===== src/source/bridge_pkg.sv =====
package bridge_pkg;

    // bus widths
    localparam int ADDR_W = 32;
    localparam int DATA_W = 32;
    // one strobe bit per byte lane
    localparam int STRB_W = DATA_W / 8;

    // cache line geometry
    localparam int LINE_WORDS    = 4;
    localparam int LINE_W        = LINE_WORDS * DATA_W;
    // address bits inside one line, 16 bytes
    localparam int LINE_OFFSET_W = 4;

    // beat index and axi arlen share this width
    localparam int BEAT_W = 8;

    // axi ids, one per requester
    localparam int AXI_ID_W = 4;
    localparam logic [AXI_ID_W-1:0] ID_INST = 4'd0;
    localparam logic [AXI_ID_W-1:0] ID_DATA = 4'd1;

    // bridge sequencing states
    typedef enum logic [2:0] {
        // waiting for a requester
        ST_IDLE = 3'd0,
        // read address offered
        ST_AR   = 3'd1,
        // collecting read beats
        ST_R    = 3'd2,
        // write address and data offered together
        ST_AW_W = 3'd3,
        // waiting for the write response
        ST_B    = 3'd4
    } bridge_state_e;

    // granted request kind
    typedef enum logic [1:0] {
        // four word burst for the instruction side
        OP_INST_LINE  = 2'd0,
        // single word read for the data side
        OP_DATA_READ  = 2'd1,
        // single word strobed write
        OP_DATA_WRITE = 2'd2
    } req_op_e;

endpackage


===== src/source/beat_counter.sv =====
`timescale 1ns/1ps

module beat_counter (
    input  logic                          clk,
    input  logic                          reset,
    // ar handshake restarts the burst
    input  logic                          clear_i,
    // one pulse per accepted r beat
    input  logic                          beat_i,
    // latched arlen
    input  logic [bridge_pkg::BEAT_W-1:0] len_i,
    output logic [bridge_pkg::BEAT_W-1:0] beat_idx_o,
    output logic                          last_beat_o
);

    import bridge_pkg::*;

    logic [BEAT_W-1:0] idx_q;

    always_ff @(posedge clk) begin
        if (reset || clear_i) begin
            idx_q <= '0;
        end else if (beat_i) begin
            // rvalid low leaves the index alone
            idx_q <= idx_q + BEAT_W'(1);
        end
    end

    assign beat_idx_o = idx_q;
    // arlen is beats minus one, so equality marks the last beat
    assign last_beat_o = (idx_q == len_i);

endmodule


===== src/source/line_assembler.sv =====
`timescale 1ns/1ps

module line_assembler (
    input  logic                          clk,
    input  logic                          reset,
    input  logic                          beat_i,
    input  logic [bridge_pkg::BEAT_W-1:0] beat_idx_i,
    input  logic [bridge_pkg::DATA_W-1:0] rdata_i,
    output logic [bridge_pkg::LINE_W-1:0] line_o,
    output logic [bridge_pkg::DATA_W-1:0] word0_o
);

    import bridge_pkg::*;

    // one slot per word, slot 0 is the lowest address
    logic [DATA_W-1:0] words_q [LINE_WORDS];

    always_ff @(posedge clk) begin
        for (int w = 0; w < LINE_WORDS; w++) begin
            if (reset) begin
                words_q[w] <= '0;
            end else if (beat_i && beat_idx_i == BEAT_W'(w)) begin
                words_q[w] <= rdata_i;
            end
        end
    end

    // flatten slots, word 0 in the low bits
    always_comb begin
        for (int w = 0; w < LINE_WORDS; w++) begin
            line_o[w*DATA_W +: DATA_W] = words_q[w];
        end
    end

    // single word reads always land here
    assign word0_o = words_q[0];

endmodule


===== src/source/request_latch.sv =====
`timescale 1ns/1ps

module request_latch (
    input  logic                            clk,
    input  logic                            reset,
    input  logic                            capture_i,
    input  bridge_pkg::req_op_e             grant_op_i,
    // raw requester fields
    input  logic [bridge_pkg::ADDR_W-1:0]   inst_addr_i,
    input  logic [bridge_pkg::ADDR_W-1:0]   data_addr_i,
    input  logic [bridge_pkg::DATA_W-1:0]   data_wdata_i,
    input  logic [bridge_pkg::STRB_W-1:0]   data_wstrb_i,
    // held for the whole transaction
    output bridge_pkg::req_op_e             op_o,
    output logic [bridge_pkg::ADDR_W-1:0]   araddr_o,
    output logic [bridge_pkg::AXI_ID_W-1:0] arid_o,
    output logic [bridge_pkg::BEAT_W-1:0]   arlen_o,
    output logic [bridge_pkg::ADDR_W-1:0]   awaddr_o,
    output logic [bridge_pkg::DATA_W-1:0]   wdata_o,
    output logic [bridge_pkg::STRB_W-1:0]   wstrb_o
);

    import bridge_pkg::*;

    req_op_e             op_q;
    logic [AXI_ID_W-1:0] id_q;
    logic [BEAT_W-1:0]   len_q;
    logic [ADDR_W-1:0]   addr_q;
    logic [DATA_W-1:0]   wdata_q;
    logic [STRB_W-1:0]   wstrb_q;

    logic                is_line;

    assign is_line = (grant_op_i == OP_INST_LINE);

    // opcode, id and length
    always_ff @(posedge clk) begin
        if (reset) begin
            op_q  <= OP_INST_LINE;
            id_q  <= ID_INST;
            len_q <= '0;
        end else if (capture_i) begin
            op_q  <= grant_op_i;
            id_q  <= is_line ? ID_INST : ID_DATA;
            // line fill is a LINE_WORDS beat incr burst
            len_q <= is_line ? BEAT_W'(LINE_WORDS - 1) : '0;
        end
    end

    // address and write payload
    always_ff @(posedge clk) begin
        if (capture_i) begin
            // line reads start at the line base
            addr_q  <= is_line ? {inst_addr_i[ADDR_W-1:LINE_OFFSET_W], {LINE_OFFSET_W{1'b0}}}
                               : data_addr_i;
            wdata_q <= data_wdata_i;
            wstrb_q <= data_wstrb_i;
        end
    end

    assign op_o     = op_q;
    assign araddr_o = addr_q;
    assign arid_o   = id_q;
    assign arlen_o  = len_q;
    // writes only come from the data side, address unchanged
    assign awaddr_o = addr_q;
    assign wdata_o  = wdata_q;
    assign wstrb_o  = wstrb_q;

endmodule


===== src/source/bridge_fsm.sv =====
`timescale 1ns/1ps

module bridge_fsm (
    input  logic                clk,
    input  logic                reset,
    // requester side
    input  logic                inst_req_i,
    input  logic                data_req_i,
    input  logic                data_we_i,
    // axi handshakes seen from the slave
    input  logic                arready_i,
    input  logic                rvalid_i,
    input  logic                awready_i,
    input  logic                wready_i,
    input  logic                bvalid_i,
    // from beat counter and request latch
    input  logic                last_beat_i,
    input  bridge_pkg::req_op_e op_i,
    // to request latch
    output logic                capture_o,
    output bridge_pkg::req_op_e grant_op_o,
    // axi valids and readies
    output logic                arvalid_o,
    output logic                rready_o,
    output logic                awvalid_o,
    output logic                wvalid_o,
    output logic                bready_o,
    // to beat counter and line assembler
    output logic                burst_start_o,
    output logic                beat_accept_o,
    // completion pulses
    output logic                inst_done_o,
    output logic                data_done_o
);

    import bridge_pkg::*;

    bridge_state_e state_q;
    bridge_state_e state_d;

    // aw and w finish independently
    logic aw_done_q;
    logic w_done_q;
    logic aw_fire;
    logic w_fire;
    logic aw_ok;
    logic w_ok;

    logic r_fire;
    logic read_end;
    logic write_end;

    logic inst_done_q;
    logic data_done_q;
    // done cycle, requests are still high here
    logic done_busy;

    assign done_busy = inst_done_q | data_done_q;

    // channel valids follow the state directly
    assign arvalid_o = (state_q == ST_AR);
    assign rready_o  = (state_q == ST_R);
    assign awvalid_o = (state_q == ST_AW_W) && !aw_done_q;
    assign wvalid_o  = (state_q == ST_AW_W) && !w_done_q;
    assign bready_o  = (state_q == ST_B);

    assign aw_fire = awvalid_o && awready_i;
    assign w_fire  = wvalid_o && wready_i;
    assign aw_ok   = aw_done_q || aw_fire;
    assign w_ok    = w_done_q || w_fire;

    assign r_fire    = rready_o && rvalid_i;
    // counter flags the closing beat of the burst
    assign read_end  = r_fire && last_beat_i;
    assign write_end = bready_o && bvalid_i;

    // counter restarts on the ar handshake
    assign burst_start_o = arvalid_o && arready_i;
    assign beat_accept_o = r_fire;

    assign inst_done_o = inst_done_q;
    assign data_done_o = data_done_q;

    // arbitration and next state
    always_comb begin
        state_d    = state_q;
        capture_o  = 1'b0;
        grant_op_o = OP_INST_LINE;
        case (state_q)
            ST_IDLE: begin
                // data side wins a tie
                if (!done_busy && data_req_i) begin
                    capture_o  = 1'b1;
                    grant_op_o = data_we_i ? OP_DATA_WRITE : OP_DATA_READ;
                    state_d    = data_we_i ? ST_AW_W : ST_AR;
                end else if (!done_busy && inst_req_i) begin
                    capture_o  = 1'b1;
                    grant_op_o = OP_INST_LINE;
                    state_d    = ST_AR;
                end
            end
            ST_AR: begin
                if (arready_i) begin
                    state_d = ST_R;
                end
            end
            ST_R: begin
                if (read_end) begin
                    state_d = ST_IDLE;
                end
            end
            ST_AW_W: begin
                // both channels must have gone through
                if (aw_ok && w_ok) begin
                    state_d = ST_B;
                end
            end
            ST_B: begin
                if (write_end) begin
                    state_d = ST_IDLE;
                end
            end
            default: begin
                state_d = ST_IDLE;
            end
        endcase
    end

    always_ff @(posedge clk) begin
        if (reset) begin
            state_q     <= ST_IDLE;
            aw_done_q   <= 1'b0;
            w_done_q    <= 1'b0;
            inst_done_q <= 1'b0;
            data_done_q <= 1'b0;
        end else begin
            state_q <= state_d;
            // handshake flags live only while in aw_w
            if (state_q == ST_AW_W && state_d == ST_AW_W) begin
                aw_done_q <= aw_ok;
                w_done_q  <= w_ok;
            end else begin
                aw_done_q <= 1'b0;
                w_done_q  <= 1'b0;
            end
            // one cycle pulse, steered by latched opcode
            inst_done_q <= read_end && (op_i == OP_INST_LINE);
            data_done_q <= (read_end && (op_i != OP_INST_LINE)) || write_end;
        end
    end

endmodule


===== src/source/mem_bridge_top.sv =====
`timescale 1ns/1ps

module mem_bridge_top (
    input  logic                            clk,
    input  logic                            reset,
    // instruction requester
    input  logic                            inst_req_i,
    input  logic [bridge_pkg::ADDR_W-1:0]   inst_addr_i,
    output logic [bridge_pkg::LINE_W-1:0]   inst_line_o,
    output logic                            inst_done_o,
    // data requester
    input  logic                            data_req_i,
    input  logic                            data_we_i,
    input  logic [bridge_pkg::ADDR_W-1:0]   data_addr_i,
    input  logic [bridge_pkg::DATA_W-1:0]   data_wdata_i,
    input  logic [bridge_pkg::STRB_W-1:0]   data_wstrb_i,
    output logic [bridge_pkg::DATA_W-1:0]   data_rdata_o,
    output logic                            data_done_o,
    // axi read address
    output logic                            arvalid_o,
    input  logic                            arready_i,
    output logic [bridge_pkg::AXI_ID_W-1:0] arid_o,
    output logic [bridge_pkg::ADDR_W-1:0]   araddr_o,
    output logic [bridge_pkg::BEAT_W-1:0]   arlen_o,
    // axi read data
    input  logic                            rvalid_i,
    output logic                            rready_o,
    input  logic [bridge_pkg::DATA_W-1:0]   rdata_i,
    // axi write address
    output logic                            awvalid_o,
    input  logic                            awready_i,
    output logic [bridge_pkg::ADDR_W-1:0]   awaddr_o,
    // axi write data, single beat
    output logic                            wvalid_o,
    input  logic                            wready_i,
    output logic [bridge_pkg::DATA_W-1:0]   wdata_o,
    output logic [bridge_pkg::STRB_W-1:0]   wstrb_o,
    // axi write response
    input  logic                            bvalid_i,
    output logic                            bready_o
);

    import bridge_pkg::*;

    // fsm to latch
    logic              capture;
    req_op_e           grant_op;
    req_op_e           latched_op;
    // fsm to counter and assembler
    logic              burst_start;
    logic              beat_accept;
    // counter back to fsm and assembler
    logic [BEAT_W-1:0] beat_idx;
    logic              last_beat;

    bridge_fsm u_fsm (
        .clk          (clk),
        .reset        (reset),
        .inst_req_i   (inst_req_i),
        .data_req_i   (data_req_i),
        .data_we_i    (data_we_i),
        .arready_i    (arready_i),
        .rvalid_i     (rvalid_i),
        .awready_i    (awready_i),
        .wready_i     (wready_i),
        .bvalid_i     (bvalid_i),
        .last_beat_i  (last_beat),
        .op_i         (latched_op),
        .capture_o    (capture),
        .grant_op_o   (grant_op),
        .arvalid_o    (arvalid_o),
        .rready_o     (rready_o),
        .awvalid_o    (awvalid_o),
        .wvalid_o     (wvalid_o),
        .bready_o     (bready_o),
        .burst_start_o(burst_start),
        .beat_accept_o(beat_accept),
        .inst_done_o  (inst_done_o),
        .data_done_o  (data_done_o)
    );

    // length comes from the latch, not from rlast
    beat_counter u_beat_counter (
        .clk        (clk),
        .reset      (reset),
        .clear_i    (burst_start),
        .beat_i     (beat_accept),
        .len_i      (arlen_o),
        .beat_idx_o (beat_idx),
        .last_beat_o(last_beat)
    );

    line_assembler u_line_assembler (
        .clk       (clk),
        .reset     (reset),
        .beat_i    (beat_accept),
        .beat_idx_i(beat_idx),
        .rdata_i   (rdata_i),
        .line_o    (inst_line_o),
        .word0_o   (data_rdata_o)
    );

    request_latch u_request_latch (
        .clk         (clk),
        .reset       (reset),
        .capture_i   (capture),
        .grant_op_i  (grant_op),
        .inst_addr_i (inst_addr_i),
        .data_addr_i (data_addr_i),
        .data_wdata_i(data_wdata_i),
        .data_wstrb_i(data_wstrb_i),
        .op_o        (latched_op),
        .araddr_o    (araddr_o),
        .arid_o      (arid_o),
        .arlen_o     (arlen_o),
        .awaddr_o    (awaddr_o),
        .wdata_o     (wdata_o),
        .wstrb_o     (wstrb_o)
    );

endmodule


===== config.mk =====
export PLATFORM = sky130hd
export DESIGN_NAME = mem_bridge_top
export DESIGN_NICKNAME = d
export VERILOG_FILES = /design/src/source/bridge_pkg.sv /design/src/source/beat_counter.sv /design/src/source/line_assembler.sv /design/src/source/request_latch.sv /design/src/source/bridge_fsm.sv /design/src/source/mem_bridge_top.sv
export SDC_FILE = /design/constraint.sdc
export NUM_CORES = 1
export LEC_CHECK = 0
export BUFFER_PORTS_ARGS = -buffer_cell sky130_fd_sc_hd__buf_2
export CAP_MARGIN = 25
export CORE_AREA = 2 2 165 167
export DETAILED_ROUTE_END_ITERATION = 12
export DIE_AREA = 0 0 167 169
export PLACE_DENSITY_LB_ADDON = 0.08
export SETUP_SLACK_MARGIN = 0.05
export SLEW_MARGIN = 30
export SYNTH_ARGS = -nofsm -noshare
export SYNTH_HDL_FRONTEND = slang
export SYNTH_SLANG_ARGS = --single-unit

===== constraint.sdc =====
create_clock -name clk -period 6.1 [get_ports clk]
set_clock_uncertainty 0.05 [all_clocks]
set_input_delay 0.61 -clock clk [delete_from_list [all_inputs] [get_ports clk]]
set_output_delay 0.61 -clock clk [all_outputs]
set_load 0.02 [all_outputs]

==> results of run 1 <==
==> flip-flops by register name, summed over array words and instances, names as in the netlist, 2 cells and up <==
| name | count |
|---|---|
| u_beat_counter.beat_idx_o | 8 |
| u_fsm.state_q | 3 |
| u_line_assembler.words_q | 128 |
| u_request_latch.araddr_o | 32 |
| u_request_latch.op_o | 2 |
| u_request_latch.wdata_o | 32 |
| u_request_latch.wstrb_o | 4 |
==> worst max-delay path: stages (launching register included) <==
cell and delay [ns]:
dfxtp_1 0.52, nand4bb_2 0.29, nor4_4 0.51, nand2_1 0.10, nand2_1 0.42, buf_4 0.45
==> through the flow <==
step,power [mW],hold slack [ns],instances,setup slack (ns),util (%)
floorplan,2.44,0.375,638,3.22,-
global placement,2.69,0.392,1296,3.21,39.9
detailed placement,2.69,0.394,1296,3.16,39.9
CTS,4.04,0.194,1340,3.30,42.6
global route,4.14,0.190,1341,3.19,42.6
finish,3.97,0.218,1341,3.41,42.6
==> area by class of cell <==
type / count / area, sq um / share of cell area (%)
sequential: 215 / 6270 / 55.5
timing repair buffer: 414 / 2090 / 18.5
multi-input combinational: 321 / 1780 / 15.7
clock buffer: 38 / 674 / 5.97
tap: 341 / 427 / 3.78
clock inverter: 6 / 32.5 / 0.288
inverter: 5 / 18.8 / 0.166
antenna: 1 / 2.50 / 0.0222
==> final timing paths <==
kind	from	end	slack, ns	cells after the start
worst max register to register	u_fsm.state_q[1]	u_line_assembler.words_q[0][20]	3.41	5
worst max-delay path	u_fsm.state_q[1]	u_line_assembler.words_q[0][20]	3.41	5
worst min-delay path	data_wdata_i[28]	u_request_latch.wdata_o[28]	0.22	1
worst min register to register	u_request_latch.op_o[1]	u_fsm.inst_done_o	0.40	1
==> cell usage after synthesis <==
cell       count  share of area (%)
edfxtp_1     196                 67
and2_1       134                9.6
nand2_1      103                4.4
buf_4         74                6.3
dfxtp_1       19                4.3
nor2_1        18               0.77
buf_6         12                1.5
clkbuf_1       9               0.39
a21oi_1        5               0.29
inv_1          5               0.21
nand4_1        5               0.36
and3_4         4               0.51
ha_1           4               0.57
nor3_1         4               0.23
o21ai_0        4               0.23
and3_1         3               0.21
nand3_1        3               0.17
nor4_1         3               0.21
xor2_1         3               0.30
buf_2          2               0.11
o211ai_1       2               0.17
xnor2_1        2               0.20
a2bb2oi_1      1               0.10
a32o_1         1               0.11
conb_1         1              0.043
nand2b_1       1              0.071
nand3b_1       1              0.086
nand4bb_2      1               0.19
nor3b_1        1              0.086
nor4_4         1               0.24
nor4bb_1       1               0.11
o211a_1        1               0.11
o21ai_1        1              0.057
o221ai_1       1               0.10
o32a_1         1               0.11
o32ai_1        1               0.10
or3_1          1              0.071
or4_4          1               0.13
==> routing by layer <==
| layer | track usage (%) | vias to the layer above |
|---|---|---|
| li1 | - | 2791 |
| met1 | 18.9 | 2692 |
| met2 | 30.5 | 271 |
| met3 | 3.83 | 44 |
| met4 | 5.10 | 4 |
| met5 | 0 | - |
==> cell families after synthesis <==
logic type | count (synthesis) | synth area share [%]
buffers and inverters | 102 | 8.59
DFF | 215 | 71.5
xor gates and xnor gates | 5 | 0.500
and+or+nand+nor | 285 | 17.4
AOI/OAI and AO/OA | 18 | 1.38
other | 1 | 0.0428
adders and majority gates | 4 | 0.571
==> report_power, final <==
part | switching [mW] | total (mW) | internal (mW)
clock | 0.568 | 1.33 | 0.758
sequential | 0.0759 | 1.88 | 1.80
combinational | 0.550 | 0.771 | 0.220
==> out/metrics.csv, run 1 <==
stage,metric,value,unit
placed_design,Post-DP Area,0.0106,sq mm
critical_path,CP Capture Type,register,
timing,period utilisation layout,44.2,%
hold_path,Hold Path Class,input pin to register,
route,Via density,4.33,
logic_synthesis,count of cell types in the netlist,38,
route,drt total wl,24.6,mm
critical_path,crit path kind,register to register,
timing,setup TNS,0,ns
timing,"Setup violations, final",0,
run,# Max-Cap Violations,0,
route,DR WL met3,1.76,mm
route,Post-Route M1 WL,9.46,mm
route,Routed Antenna Nets,0,
logic_synthesis,Mapped Area,0.00877,sq mm
route,DR top layer,met5,
global_routing,Total Routing Usage GR,16.5,%
timing,Pins Over Slew Limit,0,
layout,"commonest non-fill, non-tap cell in the layout",buf_2,
critical_path,Critical Path RT,6.22,ns
clock_tree,CTS root buffer,clkbuf_16,
floorplan,Die ar.,0.0282,sq mm
clock_tree,Skew-Pair Late Insertion Delay,0.51,ns
layout,most frequent cells in the layout,"407 x buf_2, 196 x edfxtp_1, 134 x and2_1",
pwr,static leakage,5.12,nW
timing,Max Fclk,371,MHz
global_routing,number of global-route vias before repair,5657,
global_routing,initial antenna violation count,3,
clock_tree,CTS tree,yes,
clock_tree,# H-tree levels,1,
clock_tree,CTS Sinks,215,
pwr,VDD IR max,0.000185,V
logic_synthesis,Cells after Synth,630,
logic_synthesis,Post-Syn Area per Cell,13.9,sq um
timing,Worst-Margin Slew,0.945,ns
route,DRT iter0 DRCs,282,
timing,Final Critical Period,2.69,ns
floorplan,I/O pin count,421,
layout,share of cells above drive strength 1,44.9,%
logic_synthesis,Yosys warnings,0,
timing,final hold vios,0,
route,DRC Markers,0,
layout,P&R area growth vs syn,28.8,%
route,met2 routed WL,12.7,mm
status,outcome,"complete, no violations",
clock_tree,post-CTS setup buffers,0,
floorplan,site row count,60,
clock_tree,CTS Hold Bufs,0,
floorplan,chip height,169,um
floorplan,Core ar.,0.0265,sq mm
critical_path,Critical Path Fanout Max,23,
global_routing,largest net degree at the start of global routing,71,
pwr,Pwr Density,352,mW/mm^2
floorplan,Die X,167,um
clock_tree,Clock Tree Buf Depth,3,
timing,RSZ-0062 raised after global routing,false,
global_routing,total gr overflow,0,
placed_design,Final GP Congestion,0.756,
clock_tree,clock slew at reported path FFs,0.06,ns
placed_design,HPWL after DPL,17.1,mm
clock_tree,Num CTS Buffers,25,
clock_tree,Post-CTS Resized,0,
layout,Finished Cell Area,0.0113,sq mm
timing,max_slew headroom,37.0,%
floorplan,Initial Utilization,33.1,%
placed_design,port bufs,407,
route,Via Count,5802,
layout,fillcell total,2593,
route,wire per inst,18.3,um
route,DRT Pass-1 Iters,4,
global_routing,first-pass GRT wire length,35.0,mm
critical_path,CP Launch Type,register,
critical_path,"Arr. time, crit path",2.82,ns
logic_synthesis,synthesized flop and latch total,215,
logic_synthesis,post-synthesis sequential area ratio,71.5,%
layout,Layout Nets,1128,
Power figures use the tool's default switching activity.
==> run 2: changes to the inputs <==
--- a/config.mk
+++ b/config.mk
@@ -5,11 +5,12 @@
 export SDC_FILE = /design/constraint.sdc
 export NUM_CORES = 1
 export LEC_CHECK = 0
+export ABC_AREA = 1
 export BUFFER_PORTS_ARGS = -buffer_cell sky130_fd_sc_hd__buf_2
 export CAP_MARGIN = 25
-export CORE_AREA = 2 2 165 167
+export CORE_AREA = 2 2 162 164
 export DETAILED_ROUTE_END_ITERATION = 12
-export DIE_AREA = 0 0 167 169
+export DIE_AREA = 0 0 164 166
 export PLACE_DENSITY_LB_ADDON = 0.08
 export SETUP_SLACK_MARGIN = 0.05
 export SLEW_MARGIN = 30
==> constraint.sdc (replaced) <==
create_clock -name clk -period 2.2 [get_ports clk]
set_clock_uncertainty 0.05 [all_clocks]
set_input_delay 0.22 -clock clk [delete_from_list [all_inputs] [get_ports clk]]
set_output_delay 0.22 -clock clk [all_outputs]
set_load 0.02 [all_outputs]
==> run 2 against run 1 <==
Against the previous run:
- cell area grew 13%
- sequential cell count did not move
- clock-buffer cell count shrank 9
- cell count up 11%
- synthesized cell count grew 4.1%
- global-route usage increased by 2.2 points
- die area fell by 3.5%
- routed wire length is 5.7% higher
- via count is 9.8% higher
- first-iteration DRC count rose by 5.3%
- critical endpoint is now u_request_latch.araddr_o[24]
- largest power group unchanged
- highest routed layer is now met4
==> out/metrics.csv, run 2 <==
stage,metric,value,unit
floorplan,site row count,59,
route,DRC Markers,0,
pwr,"Power, Total",11.1,mW
clock_tree,Skew-Pair Late Insertion Delay,0.50,ns
pwr,Comb pwr share,20.1,%
layout,Final Non-Filler Cells,1489,
clock_tree,Num CTS Buffers,25,
logic_synthesis,Post-synth EDFFs,196,
timing,Pins Over Slew Limit,0,
timing,final hold vios,0,
layout,P&R area growth vs syn,44.7,%
logic_synthesis,Post-synth top cells,"196 x edfxtp_1, 118 x nor2_1, 76 x buf_4, 65 x inv_1, 41 x nand2_1",
pwr,VDD IR max,0.000806,V
pwr,share of power burned in registers,46.0,%
hold_path,Hold Path Class,input pin to register,
floorplan,Die X,164,um
layout,Layout Nets,1284,
layout,"commonest non-fill, non-tap cell in the layout",buf_2,
logic_synthesis,Mapped Area,0.00884,sq mm
status,outcome,"complete, no violations",
critical_path,max incr delay on CP,0.58,ns
timing,"Setup violations, final",0,
pwr,Net Switching,3.17,mW
logic_synthesis,Yosys warnings,0,
pwr,part of the power in the clock network,33.9,%
route,met2 routed WL,13.1,mm
clock_tree,CTS Sinks,215,
clock_tree,CTS tree,yes,
route,DR top layer,met4,
layout,most flop-heavy register,u_line_assembler.words_q,
logic_synthesis,post-synthesis sequential area ratio,70.9,%
floorplan,I/O pin count,421,
clock_tree,post-CTS setup buffers,0,
route,DRT iter0 DRCs,297,
pwr,sw frac,28.7,%
global_routing,total gr overflow,0,
floorplan,Core ar.,0.0256,sq mm
clock_tree,CTS root buffer,clkbuf_16,
route,Post-Route M1 WL,10.4,mm
global_routing,largest net degree at the start of global routing,33,
route,Via Count,6369,
layout,share of cells above drive strength 1,45.3,%
route,drt total wl,26.0,mm
logic_synthesis,Synth area leaders,"edfxtp_1 67%, buf_4 6.5%, nor2_1 5.0%, dfxtp_1 4.3%, mux2_1 3.1%",
timing,Hold Slack,0.0238,ns
layout,Final Core Density,49.9,%
timing,period utilisation layout,94.4,%
timing,Worst-Margin Slew,0.750,ns
pwr,Pwr Density,865,mW/mm^2
logic_synthesis,fraction of registers with async set/reset,0,%
global_routing,Total Routing Usage GR,18.7,%
timing,RSZ-0062 raised after global routing,true,
placed_design,port bufs,407,
layout,max FFs per register,128,
logic_synthesis,"count leader, synth",edfxtp_1,
timing,post-route worst setup slack,0.124,ns
timing,max_slew headroom,49.9,%
route,Routed Antenna Nets,0,
route,DRT Pass-1 Iters,4,
clock_tree,Clock Tree Buf Depth,3,
global_routing,initial antenna violation count,0,
placed_design,Place WS,0.131,ns
pwr,P_int,7.89,mW
clock_tree,clock slew at reported path FFs,0.06,ns
global_routing,number of global-route vias before repair,6459,
critical_path,CP Capture Type,register,
logic_synthesis,Most used DFF post-synth,edfxtp_1,
route,Via density,4.28,
critical_path,Critical Path Fanout Max,13,
placed_design,Post-DP Area,0.0108,sq mm
timing,Final Critical Period,2.08,ns
critical_path,crit path kind,register to register,
critical_path,CP max stage cell,dlygate4sd3_1,
floorplan,Die ar.,0.0272,sq mm
route,wire per inst,17.4,um
critical_path,Most common cell on crit path,inv_2,
run,# Max-Cap Violations,0,
floorplan,chip height,166,um
clock_tree,# H-tree levels,1,
layout,Finished Cell Area,0.0128,sq mm
logic_synthesis,synthesized flop and latch total,215,
timing,setup TNS,0,ns
placed_design,Final GP Congestion,0.806,
placed_design,Placed Cells incl. Taps,1327,
timing,Max Fclk,482,MHz
logic_synthesis,count of cell types in the netlist,29,
floorplan,Initial Utilization,34.5,%
layout,most frequent cells in the layout,"407 x buf_2, 196 x edfxtp_1, 119 x dlygate4sd3_1",
critical_path,"Arr. time, crit path",2.27,ns
logic_synthesis,Post-Syn Area per Cell,13.5,sq um
global_routing,first-pass GRT wire length,38.4,mm
logic_synthesis,cell taking the most area after synthesis,edfxtp_1,
placed_design,HPWL after DPL,18.0,mm
logic_synthesis,share of the synthesized area in the top cell type,66.6,%
critical_path,CP Launch Type,register,
pwr,static leakage,5.84,nW
critical_path,Critical Path RT,2.40,ns
layout,antenna cell count,0,
critical_path,crit-path cells,inv_2 -> nand3_1 -> inv_2 -> nand2_8 -> mux2_2 -> dlygate4sd3_1,
critical_path,R2R Setup Slk,0.12,ns
route,DR WL met3,1.86,mm
logic_synthesis,Cells after Synth,656,
==> run 2: logic make-up after synthesis <==
group | synth area share, %
mux | 3.57
xor+xnor | 0.0991
simple gates | 12.3
compound gates | 1.15
fa+ha+maj | 0.566
flops | 70.9
other cells | 0.0424
buf+inv | 11.4
==> run 2: final timing paths <==
kind                                start                              end  depth (start not counted)
setup / recovery         u_fsm.state_q[2]     u_request_latch.araddr_o[24]                          6
hold / removal                rdata_i[17]  u_line_assembler.words_q[0][17]                          3
setup reg to reg         u_fsm.state_q[2]     u_request_latch.araddr_o[24]                          6
hold reg to reg   u_request_latch.op_o[1]                u_fsm.inst_done_o                          1
==> run 2: area by class of cell <==
cell class | count | area (sq um)
clock buffer | 29 | 641
clock inverter | 14 | 92.6
fill | 2378 | 12800
inverter | 70 | 270
multi-input combinational | 287 | 1670
sequential | 215 | 6280
tap | 335 | 419
timing repair buffer | 539 | 3430
==> run 2: timing repair <==
| item | 4_1_cts | 5_1_grt |
|---|---|---|
| hold endpoints to repair | 125 | 0 |
| hold buffers | 119 | 0 |
| gates resized for setup | 0 | 11 |
| endpoints found under the setup margin | 0 | 30 |
==> run 2: per-layer routing <==
layer	up-vias	GRT usage [%]
li1	3081	-
met1	3013	22.7
met2	241	33.0
met3	34	4.27
met4	0	5.34
met5	-	0
==> run 2: power by group through the flow <==
stage | Combinational (mW) | Clock (mW) | Sequential [mW]
6_report | 2.23 | 3.75 | 5.09
5_1_grt | 2.37 | 4.04 | 5.13
4_1_cts | 2.24 | 3.87 | 5.09
3_5_place_dp | 2.05 | 0 | 5.17
3_3_place_gp | 2.06 | 0 | 5.16
2_1_floorplan | 0.956 | 0 | 5.62
==> run 2: critical path: cells and delay by family (launching register included) <==
kind          cells  cell delay (ns)
mux               1             0.36
flops             1             0.37
simple gates      2             0.27
buf+inv           3             0.76
==> run 3: changes to the inputs <==
--- a/config.mk
+++ b/config.mk
@@ -11,6 +11,7 @@
 export CORE_AREA = 2 2 162 164
 export DETAILED_ROUTE_END_ITERATION = 12
 export DIE_AREA = 0 0 164 166
+export MAX_ROUTING_LAYER = met4
 export PLACE_DENSITY_LB_ADDON = 0.08
 export SETUP_SLACK_MARGIN = 0.05
 export SLEW_MARGIN = 30
==> run 3 against run 2 <==
Against the previous run:
- critical path depth is the same
- core utilization barely moved
- power rose by 0.13%
- die area is the same
- largest power group unchanged
- sequential share of layout area is essentially flat
==> out/metrics.csv, run 3 (same netlist as run 2, synthesis figures left out) <==
stage,metric,value,unit
timing,final hold vios,0,
placed_design,Placed Cells incl. Taps,1327,
timing,RSZ-0062 raised after global routing,true,
critical_path,"Arr. time, crit path",2.29,ns
route,Routed Antenna Nets,0,
placed_design,HPWL after DPL,18.0,mm
critical_path,crit path kind,register to register,
layout,Layout Nets,1284,
timing,Worst-Margin Slew,0.744,ns
layout,share of cells above drive strength 1,45.4,%
placed_design,Final GP Congestion,0.818,
critical_path,RR Endpoint,u_request_latch.araddr_o[24],
critical_path,worst reg2reg path depth,6,
timing,period utilisation layout,95.0,%
global_routing,initial antenna violation count,0,
pwr,share of power burned in registers,45.9,%
clock_tree,# H-tree levels,1,
clock_tree,Num CTS Buffers,25,
layout,P&R area growth vs syn,44.8,%
timing,max_slew headroom,50.3,%
critical_path,R2R Setup Slk,0.11,ns
hold_path,Hold Path Class,input pin to register,
placed_design,port bufs,407,
floorplan,site row count,59,
critical_path,worst r2r src,u_fsm.state_q[2],
pwr,VDD IR max,0.000803,V
placed_design,Place WS,0.131,ns
pwr,Net Switching,3.19,mW
timing,setup TNS,0,ns
timing,Max Fclk,478,MHz
route,drt total wl,26.0,mm
placed_design,Post-DP Area,0.0108,sq mm
layout,fillcell total,2379,
layout,antenna cell count,0,
pwr,sw frac,28.8,%
floorplan,Die X,164,um
floorplan,I/O pin count,421,
timing,"Setup violations, final",0,
clock_tree,CTS Sinks,215,
layout,most flop-heavy register,u_line_assembler.words_q,
critical_path,CP Launch Type,register,
run,# Max-Cap Violations,0,
route,DRC Markers,0,
route,DRT Pass-1 Iters,4,
clock_tree,CTS tree,yes,
critical_path,Critical Path RT,2.40,ns
status,outcome,"complete, no violations",
layout,max FFs per register,128,
global_routing,number of global-route vias before repair,6468,
layout,most frequent cells in the layout,"407 x buf_2, 196 x edfxtp_1, 119 x dlygate4sd3_1",
timing,post-route worst setup slack,0.109,ns
pwr,P_int,7.89,mW
timing,Final Critical Period,2.09,ns
floorplan,Core ar.,0.0256,sq mm
hold_path,hold path cells,3,
route,Via density,4.30,
hold_path,Worst Hold Path EP,u_line_assembler.words_q[1][44],
layout,"commonest non-fill, non-tap cell in the layout",buf_2,
global_routing,Total Routing Usage GR,19.2,%
clock_tree,clock slew at reported path FFs,0.06,ns
pwr,static leakage,5.84,nW
timing,Pins Over Slew Limit,0,
pwr,Comb pwr share,20.2,%
clock_tree,CTS root buffer,clkbuf_16,
layout,register area,0.00628,sq mm
pwr,Pwr Density,865,mW/mm^2
layout,Finished Cell Area,0.0128,sq mm
route,wire per inst,17.5,um
global_routing,largest net degree at the start of global routing,33,
route,Via Count,6402,
global_routing,first-pass GRT wire length,38.4,mm
critical_path,Critical Path Fanout Max,13,
pwr,part of the power in the clock network,33.9,%
global_routing,total gr overflow,0,
clock_tree,Clock Tree Buf Depth,3,
floorplan,Die ar.,0.0272,sq mm
critical_path,CP Capture Type,register,
floorplan,chip height,166,um
floorplan,Initial Utilization,34.5,%
layout,Multi-input gate area,0.00168,sq mm
layout,Final Non-Filler Cells,1489,
route,DRT iter0 DRCs,307,
clock_tree,Skew-Pair Late Insertion Delay,0.50,ns
hold_path,worst hold start,rdata_i[12],
pwr,"Power, Total",11.1,mW
-- run 3: cell types whose count changed in the layout (fill, tap and decap cells not counted) --
cell	delta
nand3_4	+1
clkinvlp_4	+1
inv_1	-1
nand3_2	-1
-- run 3: power by group through the flow --
| stage | Combinational, mW | Sequential [mW] | Clock [mW] |
|---|---|---|---|
| floorplan | 0.956 | 5.62 | 0 |
| global placement | 2.06 | 5.16 | 0 |
| detailed placement | 2.05 | 5.17 | 0 |
| CTS | 2.24 | 5.09 | 3.87 |
| global route | 2.38 | 5.13 | 4.04 |
| finish | 2.23 | 5.09 | 3.76 |
-- run 3: critical path, cell delays in order (launching register included) --
cell           delay [ns]
dfxtp_1              0.37
inv_2                0.09
nand3_1              0.14
inv_2                0.10
nand2_8              0.14
mux2_2               0.36
dlygate4sd3_1        0.58
-- run 3: what timing repair did --
action	in CTS	in global routing
endpoints found under the hold margin	125	0
hold buffers	119	0
buffers inserted	0	0
resized for setup	0	13
endpoints found under the setup margin	0	30
-- run 3: final cells by class --
class                   instances  area share, %
repair buffers                539           26.8
clock buffers                  29           5.00
clock inverters                14          0.723
inverters                      70           2.14
flip-flops and latches        215           49.0
well taps                     335           3.27
multi-input cells             287           13.1
-- run 3: per-stage QoR --
stage	hold slack, ns	util (%)
finish	0.0195	50.0
floorplan	0.269	-
CTS	0.000775	49.8
global placement	0.347	42.3
detailed placement	0.349	42.3
global route	0.0110	50.0
-- run 3: how the worst max path moves through the flow --
stage	cells after the start	from	to	slack, ns
after detailed placement	5	u_fsm.state_q[2]	u_line_assembler.words_q[0][7]	0.13
after floorplan	5	u_fsm.data_done_o	u_request_latch.araddr_o[0]	-0.006
after CTS	6	u_fsm.state_q[1]	u_request_latch.araddr_o[24]	0.08
after global placement	4	reset	u_line_assembler.words_q[0][10]	0.21
final	6	u_fsm.state_q[2]	u_request_latch.araddr_o[24]	0.11
after global routing	5	u_fsm.state_q[2]	u_line_assembler.words_q[0][25]	0.03
-- run 3: routing by layer --
metal	wire length, um	up-vias	GRT usage, %
met2	13100	249	32.8
met4	646	0	5.34
met1	10400	3034	22.7
met5	0	-	-
li1	-	3081	-
met3	1890	38	4.35
